==> src/common/ping_cfg.svh <==
`ifndef PING_CFG_SVH
`define PING_CFG_SVH

// number of alert receivers that take part in background pings
`define PING_N_ALERTS 6

// number of escalation senders, pinged in round-robin order
`define PING_N_ESC 4

// width of the wait and timeout counters
`define PING_CNT_DW 16

// width of the alert id drawn from the LFSR
`define PING_ID_DW 3

// the LFSR state word and the entropy input share this width
`define PING_LFSR_DW 32
`define PING_LFSR_SEED 32'h5a3c_96e1

// low bits appended to the mask to stretch the reseed interval
`define PING_RESEED_XBITS 3

`endif

==> src/common/ping_ctrl_pkg.sv <==
`default_nettype none

`include "ping_cfg.svh"

package ping_ctrl_pkg;

  // sequencer states where the controller leaves init once and never comes back
  typedef enum logic [2:0] {
    init,
    alert_wait,
    alert_ping,
    esc_wait,
    esc_ping
  } fsm_state_e;

  // field view of the LFSR word
  // the low bits give the wait period and the next bits the alert id
  typedef struct packed {
    logic [`PING_LFSR_DW-`PING_CNT_DW-`PING_ID_DW-1:0] spare;
    logic [`PING_ID_DW-1:0]                           id;
    logic [`PING_CNT_DW-1:0]                          wait_cyc;
  } lfsr_fields_t;

  // the same 32 bits are shifted as one word and read as fields
  typedef union packed {
    logic [`PING_LFSR_DW-1:0] raw;
    lfsr_fields_t             f;
  } lfsr_word_u;

endpackage

`default_nettype wire

==> src/common/ping_chan_pkg.sv <==
`default_nettype none

`include "ping_cfg.svh"

package ping_chan_pkg;

  // one word for wait values, timeouts, the DV mask and the counter itself
  typedef logic [`PING_CNT_DW-1:0] cnt_t;

  // one request or response bit per alert receiver
  typedef logic [`PING_N_ALERTS-1:0] alert_vec_t;

  // one request or response bit per escalation sender
  typedef logic [`PING_N_ESC-1:0] esc_vec_t;

  // index of the alert receiver under test
  typedef logic [`PING_ID_DW-1:0] alert_id_t;

  // index of the escalation sender under test
  typedef logic [$clog2(`PING_N_ESC)-1:0] esc_id_t;

endpackage

`default_nettype wire

==> src/ping_timer/ping_fsm.sv <==
`timescale 1ns/10ps
`default_nettype none

module ping_fsm import ping_ctrl_pkg::*; (
  input  wire logic clk_i,
  input  wire logic rst_ni,
  input  wire logic en_i,
  input  wire logic expired_i,
  input  wire logic id_vld_i,
  input  wire logic alert_ok_i,
  input  wire logic esc_ok_i,
  input  wire logic alert_spur_i,
  input  wire logic esc_spur_i,
  output logic      load_wait_o,
  output logic      load_timeout_o,
  output logic      alert_ping_en_o,
  output logic      esc_ping_en_o,
  output logic      esc_advance_o,
  output logic      alert_ping_fail_o,
  output logic      esc_ping_fail_o
);

  fsm_state_e state_q;
  fsm_state_e state_d;

  ////////////////////////////////////////
  // next state and outputs

  always_comb begin
    state_d         = state_q;
    load_wait_o     = 1'b0;
    load_timeout_o  = 1'b0;
    alert_ping_en_o = 1'b0;
    esc_ping_en_o   = 1'b0;
    esc_advance_o   = 1'b0;
    // an unrequested response fails its class in any state
    alert_ping_fail_o = alert_spur_i;
    esc_ping_fail_o   = esc_spur_i;

    unique case (state_q)
      // idle until software turns pinging on
      init: begin
        if (en_i) begin
          state_d     = alert_wait;
          load_wait_o = 1'b1;
        end
      end
      // random pause before the alert ping
      alert_wait: begin
        if (expired_i) begin
          state_d        = alert_ping;
          load_timeout_o = 1'b1;
        end
      end
      // a disabled alert is not pinged and the slot is given up at once
      alert_ping: begin
        alert_ping_en_o = id_vld_i;
        if (expired_i || alert_ok_i || !id_vld_i) begin
          state_d     = esc_wait;
          load_wait_o = 1'b1;
          // a response in the last cycle still counts as in time
          if (expired_i && id_vld_i && !alert_ok_i) begin
            alert_ping_fail_o = 1'b1;
          end
        end
      end
      // random pause before the escalation ping
      esc_wait: begin
        if (expired_i) begin
          state_d        = esc_ping;
          load_timeout_o = 1'b1;
        end
      end
      // the escalation index moves on whether the ping passed or failed
      esc_ping: begin
        esc_ping_en_o = 1'b1;
        if (expired_i || esc_ok_i) begin
          state_d       = alert_wait;
          load_wait_o   = 1'b1;
          esc_advance_o = 1'b1;
          if (expired_i && !esc_ok_i) begin
            esc_ping_fail_o = 1'b1;
          end
        end
      end
    endcase
  end

  ////////////////////////////////////////
  // state register

  always_ff @(posedge clk_i or negedge rst_ni) begin
    if (!rst_ni) begin
      state_q <= init;
    end else begin
      state_q <= state_d;
    end
  end

  // only one channel class may be under test at a time
  a_ping_excl: assert property (@(posedge clk_i) disable iff (!rst_ni)
    !(alert_ping_en_o && esc_ping_en_o));

endmodule

`default_nettype wire

==> src/ping_timer/ping_cnt.sv <==
`timescale 1ns/10ps
`default_nettype none

module ping_cnt import ping_chan_pkg::*; (
  input  wire logic clk_i,
  input  wire logic rst_ni,
  input  wire logic load_wait_i,
  input  wire logic load_timeout_i,
  input  wire cnt_t wait_cyc_i,
  input  wire cnt_t timeout_cyc_i,
  input  wire cnt_t mask_i,
  output logic      expired_o
);

  cnt_t cnt_q;
  cnt_t load_val;

  // bit 2 keeps at least four cycles between two pings
  // the mask only shortens waits in simulation
  assign load_val = load_wait_i ? ((wait_cyc_i | cnt_t'(3'b100)) & mask_i) : timeout_cyc_i;

  assign expired_o = (cnt_q == '0);

  // a load wins over counting, and the count rests at zero
  always_ff @(posedge clk_i or negedge rst_ni) begin
    if (!rst_ni) begin
      cnt_q <= '0;
    end else if (load_wait_i || load_timeout_i) begin
      cnt_q <= load_val;
    end else if (!expired_o) begin
      cnt_q <= cnt_q - 1'b1;
    end
  end

  // the mask must keep the forced bit and the low bits of the wait value
  a_mask_min: assert property (@(posedge clk_i) disable iff (!rst_ni)
    mask_i >= cnt_t'(7));

  // only right-aligned masks give a uniform wait distribution
  a_mask_aligned: assert property (@(posedge clk_i) disable iff (!rst_ni)
    $onehot(32'(mask_i) + 32'd1));

endmodule

`default_nettype wire

==> src/verilog/ping_lfsr.sv <==
`timescale 1ns/10ps
`default_nettype none

`include "ping_cfg.svh"

module ping_lfsr import ping_ctrl_pkg::*, ping_chan_pkg::*; (
  input  wire logic                     clk_i,
  input  wire logic                     rst_ni,
  input  wire logic                     step_i,
  input  wire cnt_t                     mask_i,
  input  wire logic                     edn_ack_i,
  input  wire logic [`PING_LFSR_DW-1:0] edn_data_i,
  output logic                          edn_req_o,
  output cnt_t                          wait_cyc_o,
  output alert_id_t                     id_o
);

  // x^32 + x^22 + x^2 + x + 1 in right-shift Galois form
  localparam logic [`PING_LFSR_DW-1:0] lfsr_taps = 32'h8020_0003;
  localparam int unsigned reseed_dw = `PING_CNT_DW + `PING_RESEED_XBITS;

  logic [reseed_dw-1:0] reseed_q;
  logic                 reseed_en;
  lfsr_word_u           lfsr_q;
  lfsr_word_u           lfsr_d;
  lfsr_word_u           lfsr_next;
  alert_id_t            id_raw;

  ////////////////////////////////////////
  // reseed timer

  // entropy is requested whenever the timer has run out
  assign edn_req_o = (reseed_q == '0);
  assign reseed_en = edn_req_o & edn_ack_i;

  // the request stays low for mask*8+7 cycles after each acknowledge
  always_ff @(posedge clk_i or negedge rst_ni) begin
    if (!rst_ni) begin
      reseed_q <= '0;
    end else if (reseed_en) begin
      reseed_q <= {mask_i, {`PING_RESEED_XBITS{1'b1}}};
    end else if (!edn_req_o) begin
      reseed_q <= reseed_q - 1'b1;
    end
  end

  ////////////////////////////////////////
  // LFSR state

  always_comb begin
    lfsr_next.raw = (lfsr_q.raw >> 1) ^ (lfsr_q.raw[0] ? lfsr_taps : '0);
    lfsr_d = lfsr_q;
    if (reseed_en) begin
      lfsr_d.raw = lfsr_next.raw ^ edn_data_i;
    end else if (step_i) begin
      lfsr_d = lfsr_next;
    end
    // entropy could cancel the state, which would lock the LFSR up
    if (lfsr_d.raw == '0) begin
      lfsr_d.raw = `PING_LFSR_SEED;
    end
  end

  always_ff @(posedge clk_i or negedge rst_ni) begin
    if (!rst_ni) begin
      lfsr_q.raw <= `PING_LFSR_SEED;
    end else begin
      lfsr_q <= lfsr_d;
    end
  end

  // ids past the last alert are folded back so that fewer draws are wasted
  assign id_raw     = lfsr_q.f.id;
  assign id_o       = (id_raw >= alert_id_t'(`PING_N_ALERTS)) ?
                      id_raw - alert_id_t'(`PING_N_ALERTS) : id_raw;
  assign wait_cyc_o = lfsr_q.f.wait_cyc;

  a_lfsr_nonzero: assert property (@(posedge clk_i) disable iff (!rst_ni)
    lfsr_q.raw != '0);

endmodule

`default_nettype wire

==> src/verilog/ping_target.sv <==
`timescale 1ns/10ps
`default_nettype none

`include "ping_cfg.svh"

module ping_target import ping_chan_pkg::*; (
  input  wire logic       clk_i,
  input  wire logic       rst_ni,
  input  wire logic       load_id_i,
  input  wire alert_id_t  id_i,
  input  wire alert_vec_t alert_ping_en_i,
  input  wire logic       alert_req_en_i,
  input  wire logic       esc_req_en_i,
  input  wire logic       esc_advance_i,
  input  wire alert_vec_t alert_ping_ok_i,
  input  wire esc_vec_t   esc_ping_ok_i,
  output logic            id_vld_o,
  output alert_vec_t      alert_ping_req_o,
  output esc_vec_t        esc_ping_req_o,
  output logic            alert_ok_o,
  output logic            esc_ok_o,
  output logic            alert_spur_o,
  output logic            esc_spur_o
);

  // the enable mask is widened so that every id value has a bit to index
  localparam int unsigned id_span = 2 ** `PING_ID_DW;

  alert_id_t            id_q;
  esc_id_t              esc_idx_q;
  logic [id_span-1:0]   en_mask;

  ////////////////////////////////////////
  // target selection

  // the id must not move while a ping is out, or the response looks spurious
  // escalation senders are visited strictly in order so each one is reached in bounded time
  always_ff @(posedge clk_i or negedge rst_ni) begin
    if (!rst_ni) begin
      id_q      <= '0;
      esc_idx_q <= '0;
    end else begin
      if (load_id_i) begin
        id_q <= id_i;
      end
      if (esc_advance_i) begin
        if (esc_idx_q == esc_id_t'(`PING_N_ESC - 1)) begin
          esc_idx_q <= '0;
        end else begin
          esc_idx_q <= esc_idx_q + 1'b1;
        end
      end
    end
  end

  assign en_mask  = {{(id_span - `PING_N_ALERTS){1'b0}}, alert_ping_en_i};
  assign id_vld_o = en_mask[id_q];

  ////////////////////////////////////////
  // requests and responses

  // one-hot request vectors that stay all zero outside a ping
  assign alert_ping_req_o = alert_vec_t'(alert_req_en_i) << id_q;
  assign esc_ping_req_o   = esc_vec_t'(esc_req_en_i) << esc_idx_q;

  // a response on the requested bit ends the ping
  assign alert_ok_o = |(alert_ping_ok_i & alert_ping_req_o);
  assign esc_ok_o   = |(esc_ping_ok_i & esc_ping_req_o);

  // any response bit without a request is flagged in the same cycle
  assign alert_spur_o = |(alert_ping_ok_i & ~alert_ping_req_o);
  assign esc_spur_o   = |(esc_ping_ok_i & ~esc_ping_req_o);

  // the sequencer only enables an alert ping for a valid, enabled id
  a_alert_onehot: assert property (@(posedge clk_i) disable iff (!rst_ni)
    alert_req_en_i |-> $onehot(alert_ping_req_o & alert_ping_en_i));

endmodule

`default_nettype wire

==> src/verilog/ping_timer_top.sv <==
`timescale 1ns/10ps
`default_nettype none

`include "ping_cfg.svh"

module ping_timer_top import ping_chan_pkg::*; (
  input  wire logic                     clk_i,
  input  wire logic                     rst_ni,
  input  wire logic                     en_i,
  input  wire alert_vec_t               alert_ping_en_i,
  input  wire cnt_t                     ping_timeout_cyc_i,
  input  wire cnt_t                     wait_cyc_mask_i,
  input  wire alert_vec_t               alert_ping_ok_i,
  input  wire esc_vec_t                 esc_ping_ok_i,
  input  wire logic                     edn_ack_i,
  input  wire logic [`PING_LFSR_DW-1:0] edn_data_i,
  output logic                          edn_req_o,
  output alert_vec_t                    alert_ping_req_o,
  output esc_vec_t                      esc_ping_req_o,
  output logic                          alert_ping_fail_o,
  output logic                          esc_ping_fail_o
);

  // sequencer controls
  logic load_wait;
  logic load_timeout;
  logic alert_req_en;
  logic esc_req_en;
  logic esc_advance;

  // status back to the sequencer
  logic expired;
  logic id_vld;
  logic alert_ok;
  logic esc_ok;
  logic alert_spur;
  logic esc_spur;

  // values drawn from the LFSR
  cnt_t      wait_cyc;
  alert_id_t lfsr_id;

  ping_fsm i_fsm (
    .clk_i             (clk_i),
    .rst_ni            (rst_ni),
    .en_i              (en_i),
    .expired_i         (expired),
    .id_vld_i          (id_vld),
    .alert_ok_i        (alert_ok),
    .esc_ok_i          (esc_ok),
    .alert_spur_i      (alert_spur),
    .esc_spur_i        (esc_spur),
    .load_wait_o       (load_wait),
    .load_timeout_o    (load_timeout),
    .alert_ping_en_o   (alert_req_en),
    .esc_ping_en_o     (esc_req_en),
    .esc_advance_o     (esc_advance),
    .alert_ping_fail_o (alert_ping_fail_o),
    .esc_ping_fail_o   (esc_ping_fail_o)
  );

  ping_cnt i_cnt (
    .clk_i          (clk_i),
    .rst_ni         (rst_ni),
    .load_wait_i    (load_wait),
    .load_timeout_i (load_timeout),
    .wait_cyc_i     (wait_cyc),
    .timeout_cyc_i  (ping_timeout_cyc_i),
    .mask_i         (wait_cyc_mask_i),
    .expired_o      (expired)
  );

  // the LFSR moves on with every counter load so each period draws fresh values
  ping_lfsr i_lfsr (
    .clk_i      (clk_i),
    .rst_ni     (rst_ni),
    .step_i     (load_wait | load_timeout),
    .mask_i     (wait_cyc_mask_i),
    .edn_ack_i  (edn_ack_i),
    .edn_data_i (edn_data_i),
    .edn_req_o  (edn_req_o),
    .wait_cyc_o (wait_cyc),
    .id_o       (lfsr_id)
  );

  ping_target i_target (
    .clk_i            (clk_i),
    .rst_ni           (rst_ni),
    .load_id_i        (load_timeout),
    .id_i             (lfsr_id),
    .alert_ping_en_i  (alert_ping_en_i),
    .alert_req_en_i   (alert_req_en),
    .esc_req_en_i     (esc_req_en),
    .esc_advance_i    (esc_advance),
    .alert_ping_ok_i  (alert_ping_ok_i),
    .esc_ping_ok_i    (esc_ping_ok_i),
    .id_vld_o         (id_vld),
    .alert_ping_req_o (alert_ping_req_o),
    .esc_ping_req_o   (esc_ping_req_o),
    .alert_ok_o       (alert_ok),
    .esc_ok_o         (esc_ok),
    .alert_spur_o     (alert_spur),
    .esc_spur_o       (esc_spur)
  );

endmodule

`default_nettype wire

==> config.mk <==
export PLATFORM = sky130hd
export DESIGN_NAME = ping_timer_top
export DESIGN_NICKNAME = d
export VERILOG_FILES = /design/src/common/ping_ctrl_pkg.sv /design/src/common/ping_chan_pkg.sv /design/src/ping_timer/ping_fsm.sv /design/src/ping_timer/ping_cnt.sv /design/src/verilog/ping_lfsr.sv /design/src/verilog/ping_target.sv /design/src/verilog/ping_timer_top.sv
export VERILOG_INCLUDE_DIRS = /design/src /design/src/common
export SDC_FILE = /design/constraint.sdc
export NUM_CORES = 1
export LEC_CHECK = 0
export ABC_CLOCK_PERIOD_IN_PS = 4400
export BUFFER_PORTS_ARGS = -buffer_cell sky130_fd_sc_hd__buf_2
export CAP_MARGIN = 15
export CORE_MARGIN = 4
export CORE_UTILIZATION = 57
export DETAILED_ROUTE_END_ITERATION = 10
export GPL_TIMING_DRIVEN = 0
export PLACE_DENSITY = 0.78
export SLEW_MARGIN = 20
export SYNTH_ARGS = -nofsm -noshare
export SYNTH_HDL_FRONTEND = slang
export SYNTH_SLANG_ARGS = --single-unit
==> constraint.sdc <==
create_clock -name clk_i -period 4.4 [get_ports clk_i]
set_clock_uncertainty 0.05 [all_clocks]
set_input_delay 1.32 -clock clk_i [delete_from_list [all_inputs] [get_ports clk_i]]
set_output_delay 1.32 -clock clk_i [all_outputs]
set_load 0.03 [all_outputs]
==> impl_metrics.sql <==
INSERT INTO impl_metrics (metric_group, metric, value, unit) VALUES
('outcome', 'outcome', 'complete, no violations', ''),
('final_layout', 'multi_input_area', '3180', 'µm²'),
('power', 'pwr-share-clk', '23.4', '%'),
('detailed_routing', 'drc_errors', '0', ''),
('detailed_routing', 'via_count', '5219', ''),
('floorplan', 'core-area', '8850', 'µm²'),
('min_path', 'hold_path_depth', '1', ''),
('detailed_routing', 'initialDrtViolationCount', '339', ''),
('yosys', 'seq_area_frac_synth', '35.9', '%'),
('placement', 'gp_congestion', '0.927', ''),
('min_path', 'hold_path.class', 'reg -> reg', ''),
('setup_path', 'critPathTopFamily', 'simple AND/OR/NAND/NOR gates', ''),
('final_layout', 'antenna-diode-count', '0', ''),
('yosys', 'synthCells', '612', ''),
('run', 'maxCapViolations', '0', ''),
('timing', 'slew_headroom', '60.6', '%'),
('grt', 'vias_in_the_first_global_route', '5093', ''),
('yosys', 'avgSynthCellArea', '8.63', 'µm²'),
('floorplan', 'design.portCount', '97', ''),
('final_layout', 'syn2layout_area_growth', '19.4', '%'),
('placement', 'io_buffer_count', '96', ''),
('setup_path', 'critical-path-max-stage-delay', '500', 'ps'),
('final_layout', 'register_area', '1900', 'µm²'),
('floorplan', 'initial_core_util', '59.7', '%'),
('clocking', 'clkSinkCount', '75', ''),
('power', 'power.net_switching', '0.997', 'mW'),
('clocking', 'cts_tree', 'yes', ''),
('yosys', 'ys_types', '80', ''),
('power', 'power_leakage', '2.67', 'nW'),
('grt', 'grt_start_max_net_pins', '42', ''),
('setup_path', 'critical_path_peak_fanout', '10', ''),
('grt', 'grt-ovfl-total', '0', ''),
('clocking', 'clockBufferDepth', '2', ''),
('setup_path', 'worstSetupPathType', 'in -> reg', ''),
('setup_path', 'worst_ep_required_time', '4630', 'ps'),
('timing', 'fin_crit', '4290', 'ps'),
('power', 'power.switching_fraction', '37.6', '%'),
('power', 'pwr-share-comb', '32.0', '%'),
('setup_path', 'path_buf_inv', '2', ''),
('setup_path', 'chain_of_cells_forming_the_critical_path', 'buf_2 > mux2_4 > mux4_2 > and3_4 > o31ai_4 > or2_2 > o211ai_2 > a2111oi_4 > nand4_1 > nor4_4 > buf_6 > o21bai_1', ''),
('grt', 'wire_length_of_the_first_global_routing_pass', '26100', 'µm'),
('timing', 'final.period_utilization', '97.5', '%'),
('timing', 'max_freq', '233', 'MHz'),
('power', 'power.internal', '1.65', 'mW'),
('yosys', 'synth.largest_area_cell', 'sky130_fd_sc_hd__dfrtp_1', ''),
('setup_path', 'timing.critical_path.to_type', 'flip-flop', ''),
('timing', 'worstMarginPinSlew', '588', 'ps'),
('yosys', 'post-synth-top-area-fraction', '28.0', '%'),
('placement', 'place_hpwl', '12300', 'µm'),
('yosys', 'synth_ff_type', 'sky130_fd_sc_hd__dfrtp_1', ''),
('power', 'peakVddDrop', '0.260', 'mV'),
('timing', 'final_hold_viol_count', '0', ''),
('clocking', 'numCtsBuffers', '9', ''),
('timing', 'finalSetupViolations', '0', ''),
('detailed_routing', 'post_drt_wl_per_cell', '19.2', 'µm'),
('setup_path', 'crit_arrival', '4520', 'ps'),
('final_layout', 'final_common_cell', 'sky130_fd_sc_hd__buf_2', ''),
('yosys', 'synth_top_cells_by_area', 'sky130_fd_sc_hd__dfrtp_1, sky130_fd_sc_hd__dfstp_2, sky130_fd_sc_hd__nor2_1', ''),
('yosys', 'yosys_warnings', '0', ''),
('final_layout', 'post-route-util', '71.3', '%'),
('timing', 'slew_viol_final', '0', ''),
('clocking', 'cts_htree_levels', '3', ''),
('clocking', 'clk_root_buffer_cell', 'sky130_fd_sc_hd__clkbuf_8', ''),
('timing', 'layout_setup_ws', '111', 'ps'),
('power', 'power.sequential.fraction', '44.6', '%'),
('grt', 'grt_antenna_before_repair', '0', ''),
('yosys', 'synth_nets', '699', ''),
('detailed_routing', 'first_pass_iters', '5', ''),
('yosys', 'synth_enable_flop_cells', '0', ''),
('setup_path', 'reg2reg_depth', '16', ''),
('final_layout', 'nFillCells', '709', '');
[power groups by stage]
stage               clock network (mW)  logic, mW  registers (mW)
finish                           0.619      0.849            1.18
floorplan                            0      0.645            1.10
global placement                     0      0.804            1.17
CTS                              0.628      0.832            1.17
global route                     0.656      0.955            1.21
detailed placement                   0      0.825            1.18
[worst reg2reg max path, stage by stage (launching register included)]
cell,delay (ps)
sky130_fd_sc_hd__dfrtp_1,410
sky130_fd_sc_hd__inv_1,60
sky130_fd_sc_hd__ha_1,230
sky130_fd_sc_hd__or4b_1,440
sky130_fd_sc_hd__buf_2,180
sky130_fd_sc_hd__nor4_4,200
sky130_fd_sc_hd__buf_4,230
sky130_fd_sc_hd__and2_1,160
sky130_fd_sc_hd__buf_6,140
sky130_fd_sc_hd__buf_8,140
sky130_fd_sc_hd__buf_2,300
sky130_fd_sc_hd__nand2_2,140
sky130_fd_sc_hd__a2111oi_4,330
sky130_fd_sc_hd__nand4_1,220
sky130_fd_sc_hd__nor4_4,400
sky130_fd_sc_hd__buf_6,190
sky130_fd_sc_hd__o21bai_1,120
[final cells by class]
cell class                      instances  area share, %
Buffer                                 26           2.88
Clock buffer                           10           2.02
Clock inverter                          6           1.53
Inverter                               20           1.23
Multi-Input combinational cell        489           50.4
Sequential cell                        75           30.1
Tap cell                              108           2.14
Timing Repair Buffer                  110           9.72
[metrics by stage]
step	hold WS, ps	total power [mW]	setup TNS [ps]	instances	cell area (µm²)
2_1_floorplan	412	1.74	0	612	5300
3_3_place_gp	431	1.97	-8160	816	5910
3_5_place_dp	440	2.00	-8460	817	5940
4_1_cts	451	2.63	0	834	6180
5_1_grt	471	2.82	-10.1	844	6300
6_report	448	2.65	0	844	6300
[cells by family (layout without fill, tap and decap cells)]
logic type      Yosys count  after routing  synth area share [%]
xor+xnor                 33             33                  5.47
flops                    75             75                  35.9
simple gates            272            272                  27.0
mux                      16             16                  3.82
buf+inv                  48            172                  4.76
fa+ha+maj                 3              3                 0.711
compound gates          165            165                  22.3
[Yosys cell counts, drive strengths merged (4+ instances only)]
cell type	number
a211oi	8
a21oi	46
a31oi	7
and2	14
and3	5
buf	15
clkbuf	13
dfrtp	59
dfstp	16
inv	20
mux2	7
mux2i	7
nand2	64
nand2b	9
nand3	26
nand3b	4
nand4	5
nor2	68
nor2b	4
nor3	31
nor3b	4
nor4	11
o211ai	4
o21ai	48
o221a	8
o22ai	8
o31ai	8
or2	16
xnor2	24
xor2	9
[sequential cells by signal, summed over array words and instances, names as in the netlist]
name,count
i_lfsr.lfsr_q,32
i_lfsr.reseed_q,19
i_cnt.cnt_q,16
i_fsm.state_q,3
i_target.id_q,3
i_target.esc_idx_q,2
[final timing paths]
kind / from / endpoint / slack (ps)
max in group asynchronous: rst_ni / i_lfsr.lfsr_q[30] / 2780
worst min-delay path: i_lfsr.reseed_q[0] / i_lfsr.reseed_q[0] / 450
worst min register to register: i_lfsr.reseed_q[0] / i_lfsr.reseed_q[0] / 450
min in group asynchronous: rst_ni / i_lfsr.reseed_q[7] / 860
worst max-delay path: alert_ping_ok_i[1] / i_lfsr.lfsr_q[27] / 110
worst max register to register: i_lfsr.reseed_q[0] / i_lfsr.lfsr_q[27] / 360
[metal layers]
layer	up-vias	GRT usage (%)	wire, µm
met5	-	0	0
met4	0	12.4	464
met3	30	4.41	1320
met2	240	47.0	7600
met1	2489	41.0	6800
li1	2460	-	-
[what timing repair did]
action                     4_1_cts  5_1_grt
setup endpoints to repair       18       18
hold buffers                     0        0
gates resized for setup          3       12
pin swaps                        2        4
buffers inserted                 3       10
Note: power is estimated with default switching activity, not from simulation.
